File: src/verilog/gnn_weight_pkg.sv
package gnn_weight_pkg;

    // datapath sizing
    localparam int mult_per_pe = 2;
    localparam int fv_size = 8;
    localparam int max_fv_num = 16;
    localparam int max_num_weight_layer = 4;
    localparam int lines_per_layer = max_fv_num / mult_per_pe;
    localparam int sram_aw = 5;
    localparam int acc_w = 20;

    // derived widths
    localparam int word_w = mult_per_pe * fv_size;
    localparam int layer_w = $clog2(max_num_weight_layer);
    localparam int line_w = $clog2(lines_per_layer);
    localparam int fv_idx_w = $clog2(max_fv_num);
    localparam int sram_depth = 1 << sram_aw;

    // one sram line, loaded as raw bits and read back as a weight pair
    // weight 0 sits in the low byte
    typedef union packed {
        logic [word_w-1:0] raw;
        logic [mult_per_pe-1:0][fv_size-1:0] w;
    } weight_word_t;

    // single-port sram request, enables active low
    typedef struct packed {
        logic cen;
        logic wen;
        logic [sram_aw-1:0] addr;
        weight_word_t wdata;
    } sram_req_t;

    // one weight pair with its stream markers
    typedef struct packed {
        logic valid;
        logic sos;
        logic eos;
        logic change;
        logic [fv_idx_w-1:0] fv_idx;
        weight_word_t weights;
    } weight_beat_t;

    typedef struct packed {
        logic [layer_w-1:0] num_layer_m1;
        logic [fv_idx_w:0] num_fv;
    } run_cfg_t;

    typedef struct packed {
        logic [layer_w-1:0] layer;
        logic [acc_w-1:0] sum;
    } layer_result_t;

    typedef logic [max_fv_num-1:0][fv_size-1:0] feature_vec_t;

endpackage
File: src/verilog/weight_stream_top.sv
`timescale 1ns/1ps

module weight_stream_top
    import gnn_weight_pkg::*;
(
    input  logic               clk,
    input  logic               reset,
    input  logic               wr_en,
    input  logic [sram_aw-1:0] wr_addr,
    input  logic [word_w-1:0]  wr_data,
    input  logic               fire,
    input  run_cfg_t           cfg,
    input  feature_vec_t       features,
    output logic               idle,
    output logic               result_valid,
    output layer_result_t      result,
    output logic               done
);

    sram_req_t load_req;
    sram_req_t cntl_req;
    sram_req_t sram_req;
    weight_word_t rdata;
    weight_beat_t beat;
    logic fire_ok;

    // a fire during a run is dropped
    assign fire_ok = fire && idle;

    always_comb begin
        load_req.cen = !wr_en;
        load_req.wen = 1'b0;
        load_req.addr = wr_addr;
        load_req.wdata.raw = wr_data;
    end

    // loader owns the port only while idle, so writes during a run vanish
    assign sram_req = idle ? load_req : cntl_req;

    weight_sram weight_sram_i (
        .clk   (clk),
        .req   (sram_req),
        .rdata (rdata)
    );

    weight_cntl weight_cntl_i (
        .clk      (clk),
        .reset    (reset),
        .fire     (fire_ok),
        .cfg      (cfg),
        .idle     (idle),
        .sram_req (cntl_req),
        .rdata    (rdata),
        .beat     (beat)
    );

    vertex_mac vertex_mac_i (
        .clk          (clk),
        .reset        (reset),
        .fire         (fire_ok),
        .features     (features),
        .beat         (beat),
        .result_valid (result_valid),
        .result       (result),
        .done         (done)
    );

endmodule

File: src/verilog/vertex_mac.sv
`timescale 1ns/1ps

module vertex_mac
    import gnn_weight_pkg::*;
(
    input  logic          clk,
    input  logic          reset,
    input  logic          fire,
    input  feature_vec_t  features,
    input  weight_beat_t  beat,
    output logic          result_valid,
    output layer_result_t result,
    output logic          done
);

    feature_vec_t features_q;

    logic [fv_idx_w-1:0] idx_1;
    logic [2*fv_size-1:0] prod_0;
    logic [2*fv_size-1:0] prod_1;

    logic [acc_w-1:0] acc;
    logic [acc_w-1:0] acc_base;
    logic [acc_w-1:0] acc_nx;

    logic [layer_w-1:0] layer_cnt;
    logic [layer_w-1:0] cur_layer;
    logic after_change;

    // feature vector stays put for the whole run
    always_ff @(posedge clk) begin
        if (fire) begin
            features_q <= features;
        end
    end

    // fv_idx is even, so +1 never wraps
    assign idx_1 = beat.fv_idx + 1'b1;
    assign prod_0 = beat.weights.w[0] * features_q[beat.fv_idx];
    assign prod_1 = beat.weights.w[1] * features_q[idx_1];

    // fresh sum at start of run or after a layer boundary
    assign acc_base = (beat.sos || after_change) ? '0 : acc;
    assign acc_nx = acc_base + prod_0 + prod_1;

    assign cur_layer = beat.sos ? '0 : layer_cnt;

    always_ff @(posedge clk or negedge reset) begin
        if (!reset) begin
            result_valid <= 1'b0;
            done <= 1'b0;
            after_change <= 1'b0;
            layer_cnt <= '0;
        end else begin
            result_valid <= beat.valid && beat.change;
            done <= beat.valid && beat.eos;
            if (beat.valid) begin
                after_change <= beat.change;
                if (beat.change) begin
                    layer_cnt <= cur_layer + 1'b1;
                end else begin
                    layer_cnt <= cur_layer;
                end
            end
        end
    end

    // accumulator and result payload
    always_ff @(posedge clk) begin
        if (beat.valid) begin
            acc <= acc_nx;
        end
        if (beat.valid && beat.change) begin
            result.sum <= acc_nx;
            result.layer <= cur_layer;
        end
    end

endmodule

File: src/verilog/weight_cntl.sv
`timescale 1ns/1ps

module weight_cntl
    import gnn_weight_pkg::*;
(
    input  logic         clk,
    input  logic         reset,
    input  logic         fire,
    input  run_cfg_t     cfg,
    output logic         idle,
    output sram_req_t    sram_req,
    input  weight_word_t rdata,
    output weight_beat_t beat
);

    typedef enum logic {
        st_idle,
        st_work
    } state_t;

    state_t state;
    state_t state_nx;

    run_cfg_t cfg_q;

    logic [layer_w-1:0] layer_cnt;
    logic [layer_w-1:0] layer_nx;
    logic [line_w-1:0] line_cnt;
    logic [line_w-1:0] line_nx;
    logic idle_nx;

    logic [line_w:0] line_inc;
    logic last_line;
    logic last_layer;

    // markers of the read issued this cycle, then one stage to meet rdata
    weight_beat_t rd_mark;
    weight_beat_t mark_q;
    weight_beat_t beat_nx;

    // run parameters, held for the whole run
    always_ff @(posedge clk) begin
        if (state == st_idle && fire) begin
            cfg_q <= cfg;
        end
    end

    // num_fv is even, so a layer spans num_fv/2 lines
    assign line_inc = {1'b0, line_cnt} + 1'b1;
    assign last_line = line_inc == cfg_q.num_fv[fv_idx_w:1];
    assign last_layer = layer_cnt == cfg_q.num_layer_m1;

    // read request straight from the counters, port parked while idle
    always_comb begin
        sram_req = '0;
        sram_req.cen = 1'b1;
        sram_req.wen = 1'b1;
        if (state == st_work) begin
            sram_req.cen = 1'b0;
            sram_req.addr = {layer_cnt, line_cnt};
        end
    end

    always_comb begin
        rd_mark = '0;
        if (state == st_work) begin
            rd_mark.valid = 1'b1;
            // first read overall
            rd_mark.sos = (layer_cnt == '0) && (line_cnt == '0);
            rd_mark.change = last_line;
            rd_mark.eos = last_line && last_layer;
            // two weights per line
            rd_mark.fv_idx = {line_cnt, 1'b0};
        end
    end

    // next state and counters
    always_comb begin
        state_nx = state;
        layer_nx = layer_cnt;
        line_nx = line_cnt;
        idle_nx = idle;
        case (state)
            st_idle: begin
                if (fire) begin
                    state_nx = st_work;
                    idle_nx = 1'b0;
                end
            end
            st_work: begin
                if (last_line) begin
                    line_nx = '0;
                    layer_nx = layer_cnt + 1'b1;
                end else begin
                    line_nx = line_inc[line_w-1:0];
                end
                // last read of the run, port is free from next cycle
                if (last_line && last_layer) begin
                    state_nx = st_idle;
                    layer_nx = '0;
                    idle_nx = 1'b1;
                end
            end
            default: begin
                state_nx = st_idle;
            end
        endcase
    end

    // sram word joins its markers here
    always_comb begin
        beat_nx = mark_q;
        beat_nx.weights = rdata;
    end

    always_ff @(posedge clk or negedge reset) begin
        if (!reset) begin
            state <= st_idle;
            layer_cnt <= '0;
            line_cnt <= '0;
            idle <= 1'b1;
            mark_q <= '0;
            beat <= '0;
        end else begin
            state <= state_nx;
            layer_cnt <= layer_nx;
            line_cnt <= line_nx;
            idle <= idle_nx;
            mark_q <= rd_mark;
            beat <= beat_nx;
        end
    end

endmodule

File: src/verilog/weight_sram.sv
`timescale 1ns/1ps

module weight_sram
    import gnn_weight_pkg::*;
(
    input  logic         clk,
    input  sram_req_t    req,
    output weight_word_t rdata
);

    // address is {layer, line}
    weight_word_t mem [sram_depth];

    // one port: write when cen and wen are low, registered read when only cen is low
    always_ff @(posedge clk) begin
        if (!req.cen) begin
            if (!req.wen) begin
                mem[req.addr] <= req.wdata;
            end else begin
                rdata <= mem[req.addr];
            end
        end
    end

    // rdata keeps the last read word while the port is unused

endmodule

File: config.mk
export PLATFORM = sky130hd
export DESIGN_NAME = weight_stream_top
export DESIGN_NICKNAME = d
export VERILOG_FILES = /design/src/verilog/gnn_weight_pkg.sv /design/src/verilog/weight_stream_top.sv /design/src/verilog/vertex_mac.sv /design/src/verilog/weight_cntl.sv /design/src/verilog/weight_sram.sv
export SDC_FILE = /design/constraint.sdc
export NUM_CORES = 1
export LEC_CHECK = 0
export BUFFER_PORTS_ARGS = -buffer_cell sky130_fd_sc_hd__buf_4
export CAP_MARGIN = 15
export CORE_ASPECT_RATIO = 2
export CORE_MARGIN = 3
export CORE_UTILIZATION = 60
export DETAILED_ROUTE_END_ITERATION = 12
export PLACE_DENSITY = 0.78
export RECOVER_POWER = 50
export REMOVE_ABC_BUFFERS = 1
export SYNTH_ARGS = -nofsm -noshare
export SYNTH_HDL_FRONTEND = slang
export SYNTH_HIERARCHICAL = 1
export SYNTH_SLANG_ARGS = --single-unit
File: constraint.sdc
create_clock -name clk -period 15.6 [get_ports clk]
set_input_delay 1.56 -clock clk [delete_from_list [all_inputs] [get_ports clk]]
set_output_delay 1.56 -clock clk [all_outputs]
set_load 0.05 [all_outputs]
Word level (Yosys, flattened, before mapping)
Memory sizes are Yosys's and may differ from the RTL's. A register that Yosys moved wholly into a read port is not among the register bits.
Cells that the tools add are included.
{"block": "word_totals", "register_bits": 221, "latchBits": 0, "ram_bits": 512, "rom_bits": 0, "input_bits": 160, "output_inout_bits": 25, "wordCells": 94, "mem_count": 1}
{"name": "weight_sram_i.mem", "depth": 32, "word_bits": 16, "rd": 1, "rd_clocked_by_memory_dff": 1, "wr": 1, "line": "weight_sram.sv:12", "source": "weight_word_t mem [sram_depth];"}
{"block": "classes", "add_sub_neg": 6, "n_mul": 2, "div": 0, "n_lt_le_gt_ge": 2, "eq_ne": 4, "n_shift": 0, "n_mux": 23, "bitwise": 2, "n_reduce_logical": 14}
{"op": "$bmux 8 s4", "count": 2}
{"op": "$add 20x16->20", "count": 2}
{"op": "$mul 8x8->16", "count": 2}
{"op": "$mux 8", "count": 3}
{"op": "$mux 23", "count": 1}
{"op": "$mux 20", "count": 1}
{"op": "$lt 4x5->1 const B", "count": 2}
{"op": "$mux 1", "count": 8}
{"op": "$mux 2", "count": 4}
{"op": "$logic_and 1x1->1", "count": 6}
{"op": "$reduce_and 2->1", "count": 3}
{"op": "$mux 5", "count": 1}
{"op": "$add 2x1->2 const B", "count": 2}
{"op": "$add 3x1->4 const B", "count": 1}
{"op": "$add 4x1->4 const B", "count": 1}
{"op": "$eq 4x4->1", "count": 1}
{"op": "$pmux 1 s2", "count": 2}
{"op": "$logic_not 3->1", "count": 1}
{"op": "$mux 3", "count": 1}
{"op": "$eq 2x2->1", "count": 1}
{"op": "$logic_not 2->1", "count": 1}
{"op": "$ne 2x1->1 const B", "count": 1}
{"op": "$ne 2x2->1 const B", "count": 1}
{"op": "$not 1->1", "count": 2}
{"op": "other kinds (3)", "count": 3}

Longest topological paths before layout
{"block": "logic_depth", "ltp_word": 5, "depth_mapped": 26, "depth_no_buf": 22}

Cells and area by module
The synthesis kept the hierarchy.
{"module": "weight_sram", "instances": 1, "cells_each": 1089, "area_each_um2": 20268.2}
{"module": "vertex_mac", "instances": 1, "cells_each": 894, "area_each_um2": 12503.2}
{"module": "weight_cntl", "instances": 1, "cells_each": 110, "area_each_um2": 1584.0}
{"module": "weight_stream_top", "instances": 1, "cells_each": 28, "area_each_um2": 372.9}

Least setup slack after synthesis
No wires, ideal clock.
{"block": "synth_timing", "path_kind": "register -> register", "from": "register, netlist name weight_cntl_i/beat[17]", "to": "register vertex_mac_i.acc[17], data pin", "setup_ns": 0.265, "t_arrival_ns": 6.481, "path_slack_ns": 8.853, "stages_incl_launch_ff": 24, "period_less_slack_ns": 6.747, "cell_sequence": "dfrtp_1 ha_1 buf_2 buf_4 buf_2 mux4_2 mux4_2 and2_1 fa_1 inv_1 fa_1 inv_1 fa_1 fa_1 fa_1 inv_1 fa_1 inv_1 ha_1 a21oi_1 nor2_1 o41ai_1 and3_1 a211oi_1"}
{"block": "synth_via", "elab_chain_len": 5}
{"element": "$bmux 8 s4 / $add 4x1->4 (equally long branches)", "line": "vertex_mac.sv:39, vertex_mac.sv:38"}
{"element": "$mux 8 (implied by the code) / $bmux 8 s4 (equally long branches)", "line": "vertex_mac.sv:39, vertex_mac.sv:40"}
{"element": "$mul 8x8->16 / $mux 8 (equally long branches)", "line": "vertex_mac.sv:39, vertex_mac.sv:40"}
{"element": "$add 20x16->20 / $mul 8x8->16 (equally long branches)", "line": "vertex_mac.sv:44, vertex_mac.sv:40"}
{"element": "$add 20x16->20 *", "line": "vertex_mac.sv:44", "source": "assign acc_nx = acc_base + prod_0 + prod_1;"}
{"element": "net vertex_mac_i.acc_nx[17]", "line": "vertex_mac.sv:24", "source": "logic [acc_w-1:0] acc_nx;"}
{"element": "to (signal assigned)", "line": "vertex_mac.sv:71", "source": "acc <= acc_nx;"}
{"element": "to (decl)", "line": "vertex_mac.sv:22", "source": "logic [acc_w-1:0] acc;"}
The timed path passes the listed nets; every way through them passes the cells marked *. The select of a mux whose other input is x is not followed.
A chain may end at the register's enable or synchronous reset.

Worst setup path in the final report
{"block": "layout_timing", "from": "register, netlist name weight_cntl_i/beat[17]", "to": "register, netlist name vertex_mac_i/result[17]"}
{"block": "layout_via", "elab_chain_len": 5}
{"element": "$bmux 8 s4 / $add 4x1->4 (equally long branches)", "line": "vertex_mac.sv:39, vertex_mac.sv:38"}
{"element": "$mux 8 (implied by the code) / $bmux 8 s4 (equally long branches)", "line": "vertex_mac.sv:39, vertex_mac.sv:40"}
{"element": "$mul 8x8->16 / $mux 8 (equally long branches)", "line": "vertex_mac.sv:39, vertex_mac.sv:40"}
{"element": "$add 20x16->20 / $mul 8x8->16 (equally long branches)", "line": "vertex_mac.sv:44, vertex_mac.sv:40"}
{"element": "$add 20x16->20 *", "line": "vertex_mac.sv:44"}
{"element": "net vertex_mac_i.acc_nx[17]", "line": "vertex_mac.sv:24"}
Marked as above.

==> impl.org <==
** Run status
- The flow ran to the end, but the final reports show violations.
- Violations in the final reports :: capacitance limit, slew limit

** Final layout
- At the end of the flow the core is filled with cells to 0.676.
- Of the cells placed in the final design, the portion with a size suffix greater than 1 is 0.176.
- Final-layout fill cell count :: 3752
- Area growth from synthesis to final layout :: 11.4%
- With fillers left out, the area of the finished cells amounts to 38700 um^2.
- Final Net Count :: 2649

** Run
- Maximum capacitance violations :: 3

** STA
- # setup viols final :: 0
- Derived from the worst setup path, the maximum achievable clock frequency is between 100 and 150 MHz.
- The smallest clock period supported by the final layout is computed as 8.01 ns.
- The count of endpoints failing hold in the final timing report is 0.
- Setup repair after global routing left no endpoint under its margin.
- The number of max-slew violations in the final report is 120.
- At the pin with the least slew margin, the transition time is between 3 and 4 ns.
- Of the available clock period, the critical path in the final layout requires 0.514.
- In the final timing run, aggregate negative setup slack is 0 ns.
- Worst slew margin relative to its limit :: -1.28
- Final worst clock skew :: 0.0235 ns

** Placement
- Post-DP HPWL :: 58.2 mm
- Once placement finished, the instance area stood at 36700 um^2.
- During placement, the flow inserted port buffers numbering between 150 and 200.
- Routability-driven placement congestion ratio :: 0.905

** Clock network
- Number of sinks handled by clock tree synthesis :: 746
- Number of buffers between clock root and the deepest sink :: 3
- After clock tree synthesis, the clock-pin slew on the worst setup and hold paths is 0.08 ns.
- TritonCTS built the clock tree.
- H-Tree Depth :: 2
- In this run the post-CTS setup repair buffer count came out at 0.
- CTS placed an instance of clkbuf_16 at the clock tree root.
- At the later pin of the worst-skew pair, clock insertion delay measures around 0.63 ns.
- After clock tree synthesis, the repair step resized 0 gates.
- Clock buffers created by TritonCTS :: 61
- CTS Hold Buffers Added :: 0

** Drt
- Antenna Violating Nets Remaining :: 0
- For this block, the routed nets add up to 85.0 mm of wire.
- In the final routed layout, each cell accounts on average for 27.4 um.
- In the routed layout, each cell is associated on average with a via count of 6.14.
- Number of DRC markers in iteration 0 :: 1602
- Detailed routing inserted a total of 19100 vias.
- Number of iterations in the first detailed-routing pass :: 7
- DRC Markers :: 0

** Setup path
- Register-to-Register Path Depth :: 22
- Critical path peak fanout :: 34
- Data on the critical path arrives at its endpoint at 8.40 ns.
- The critical path in this run is classified as reg2reg.
- The worst setup path is captured at a flop.
- Element type at the critical path start :: flop
- At the worst endpoint, the required time is between 15 and 20 ns.

** Die
- Starting Density :: 0.607
- From bottom edge to top edge, the die measures approximately 350 um.
- Die outline area :: a little over 60000 um^2
- Top-level port count :: 185
- The die is between 150 and 200 um wide.
- The region available for standard cell placement spans approximately 57000 um^2.
- Number of core rows :: between 100 and 150

** Yosys
- Yosys top cell by area :: edfxtp_1
- Proportion of synthesized flip-flops having asynchronous set or reset :: 0.0563
- Sequential-to-total area share from yosys stat :: 0.639
- The synthesized design contains 746 register bits.
- Yosys synthesis warning count :: 6
- In the post-synthesis netlist, the biggest area contributors are edfxtp_1, mux2i_1, fa_1.
- Of the post-synthesis cell area, the dominant cell type holds 0.609.
- EDFF count, synth :: 704
- Among all flip-flop cells after synthesis, the most frequent one is edfxtp_1.
- Number of different library cells in the post-synthesis netlist :: 69
- Syn_area_per_cell :: 16.4 um^2
- The cell count after synthesis came out at approximately 2100.
- Mapped Area :: 34700 um^2

** GRT
- Via count of the first global-routing pass :: 20300
- The initial antenna violation count was 3.
- Maximum number of pins on one net before global-route repair :: ~150
- Overall Global Routing Usage :: 0.282
- Remaining global-route overflow :: 0
- First-pass GRT wire length :: 125 mm

** Worst hold path
- Cell count of the worst hold path :: 0
- The path class of the tightest hold or removal check is reg2reg.
placed cells by master, fill, tap and decap left out, types with 10 or more instances in the layout:
cell type / netlist / routed
o22ai_1: 127 / 127
nor2_1: 51 / 39
clkinv_2: 0 / 14
o21ai_0: 12 / 12
nor4_1: 32 / 32
xnor2_1: 10 / 10
nor2_2: 0 / 12
clkbuf_4: 0 / 117
clkbuf_16: 0 / 62
buf_4: 25 / 74
bufinv_16: 0 / 11
mux4_2: 80 / 80
conb_1: 2 / 18
and2_1: 98 / 95
nand2_1: 83 / 83
edfxtp_1: 704 / 704
mux2_1: 0 / 16
fa_1: 112 / 112
dfrtp_1: 41 / 40
clkbuf_1: 14 / 24
a21oi_1: 22 / 22
mux2i_1: 262 / 262
ha_1: 78 / 78
inv_1: 166 / 166
registers in the layout, summed over array words and instances (netlist names):
register and count:
weight_cntl_i/beat_nx 7, vertex_mac_i/features_q 128, vertex_mac_i/acc 20, weight_sram_i/rdata 16, weight_cntl_i/cfg_q 6, vertex_mac_i/layer_cnt 2
weight_sram_i/mem 512, vertex_mac_i/done 1, vertex_mac_i/result_valid 1, vertex_mac_i/after_change 1, weight_cntl_i/beat 23, weight_cntl_i/state 1
vertex_mac_i/result 22, weight_cntl_i/idle 1, weight_cntl_i/layer_cnt 2, weight_cntl_i/line_cnt 3
area by class of cell:
cell class                      instances  area [um^2]  area share
Clock inverter                         45          551      0.0142
Antenna cell                            2         5.00    0.000129
Tap cell                              756          946      0.0245
Sequential cell                       746        22200       0.574
Inverter                              167          627      0.0162
Clock buffer                           69         1610      0.0416
Multi-Input combinational cell       1111        11200       0.290
Timing Repair Buffer                  212         1530      0.0395
Yosys cell counts, types with 4 or more instances:
cell and number:
nor4_1 32, o22ai_1 127, nor2_1 51, mux2_4 17, nand2_1 83, mux4_2 80
inv_1 166, nand4bb_1 6, xnor2_1 10, o211ai_1 5, xor2_1 6, fa_1 112
buf_6 17, buf_4 25, clkbuf_1 14, buf_2 54, mux2_2 6, and3_1 5
ha_1 78, nand3_1 9, mux2i_1 262, a21oi_1 22, nor2b_1 6, nor3_1 12
o21ai_0 12, nand2b_1 4, edfxtp_1 704, dfrtp_1 41, and2_1 98
critical path, stage by stage, from the launching register on:
cell      delay [ns]
dfrtp_2         0.34
buf_4           0.47
ha_1            0.21
buf_4           0.45
mux4_2          0.42
mux4_2          0.65
and2_1          0.24
fa_1            0.53
inv_1           0.05
fa_1            0.46
fa_1            0.52
inv_1           0.06
fa_1            0.46
fa_1            0.51
inv_1           0.05
fa_1            0.47
inv_1           0.04
ha_1            0.36
a21oi_1         0.18
nor2_1          0.06
o41ai_1         0.55
a31oi_1         0.21
a211oi_1        0.40
stage by stage:
step / setup WS [ns] / std cells / hold WS (ns)
final: 7.59 / 3108 / 0.346
after global routing: 7.28 / 3108 / 0.350
after CTS: 7.57 / 3106 / 0.344
after detailed placement: 7.61 / 2992 / 0.334
after global placement: 7.71 / 2992 / 0.331
after floorplan: 7.87 / 2024 / 0.331
layer usage:
layer,GRT usage,share of wire,vias to the layer above
met2,0.521,0.55,729
met4,0.197,0.087,2
met3,0.0353,0.046,263
li1,-,-,8324
met5,0,0.00015,-
met1,0.288,0.31,9753
logic make-up after synthesis:
family | synth area share
DFF | 0.639
and+or+nand+nor | 0.0522
xor gates and xnor gates | 0.00519
AOI/OAI and AO/OA | 0.0346
buffers and inverters | 0.0394
other | 0.000216
muxes | 0.137
adders and majority gates | 0.0927
path summary, 6_finish.rpt:
check                      slack, ns                     from                        end
max                             7.59   weight_cntl_i/beat[17]    vertex_mac_i/result[17]
min                             0.35  weight_sram_i/rdata[12]     weight_cntl_i/beat[12]
max reg2reg                     7.59   weight_cntl_i/beat[17]    vertex_mac_i/result[17]
min reg2reg                     0.35  weight_sram_i/rdata[12]     weight_cntl_i/beat[12]
max in group asynchronous      12.47                    reset     weight_cntl_i/beat[17]
min in group asynchronous       1.63                    reset  weight_cntl_i/line_cnt[0]
Power is left out: the tool's default activity adds up to more than one toggle a clock period on the data nets, which glitch-free logic cannot reach.
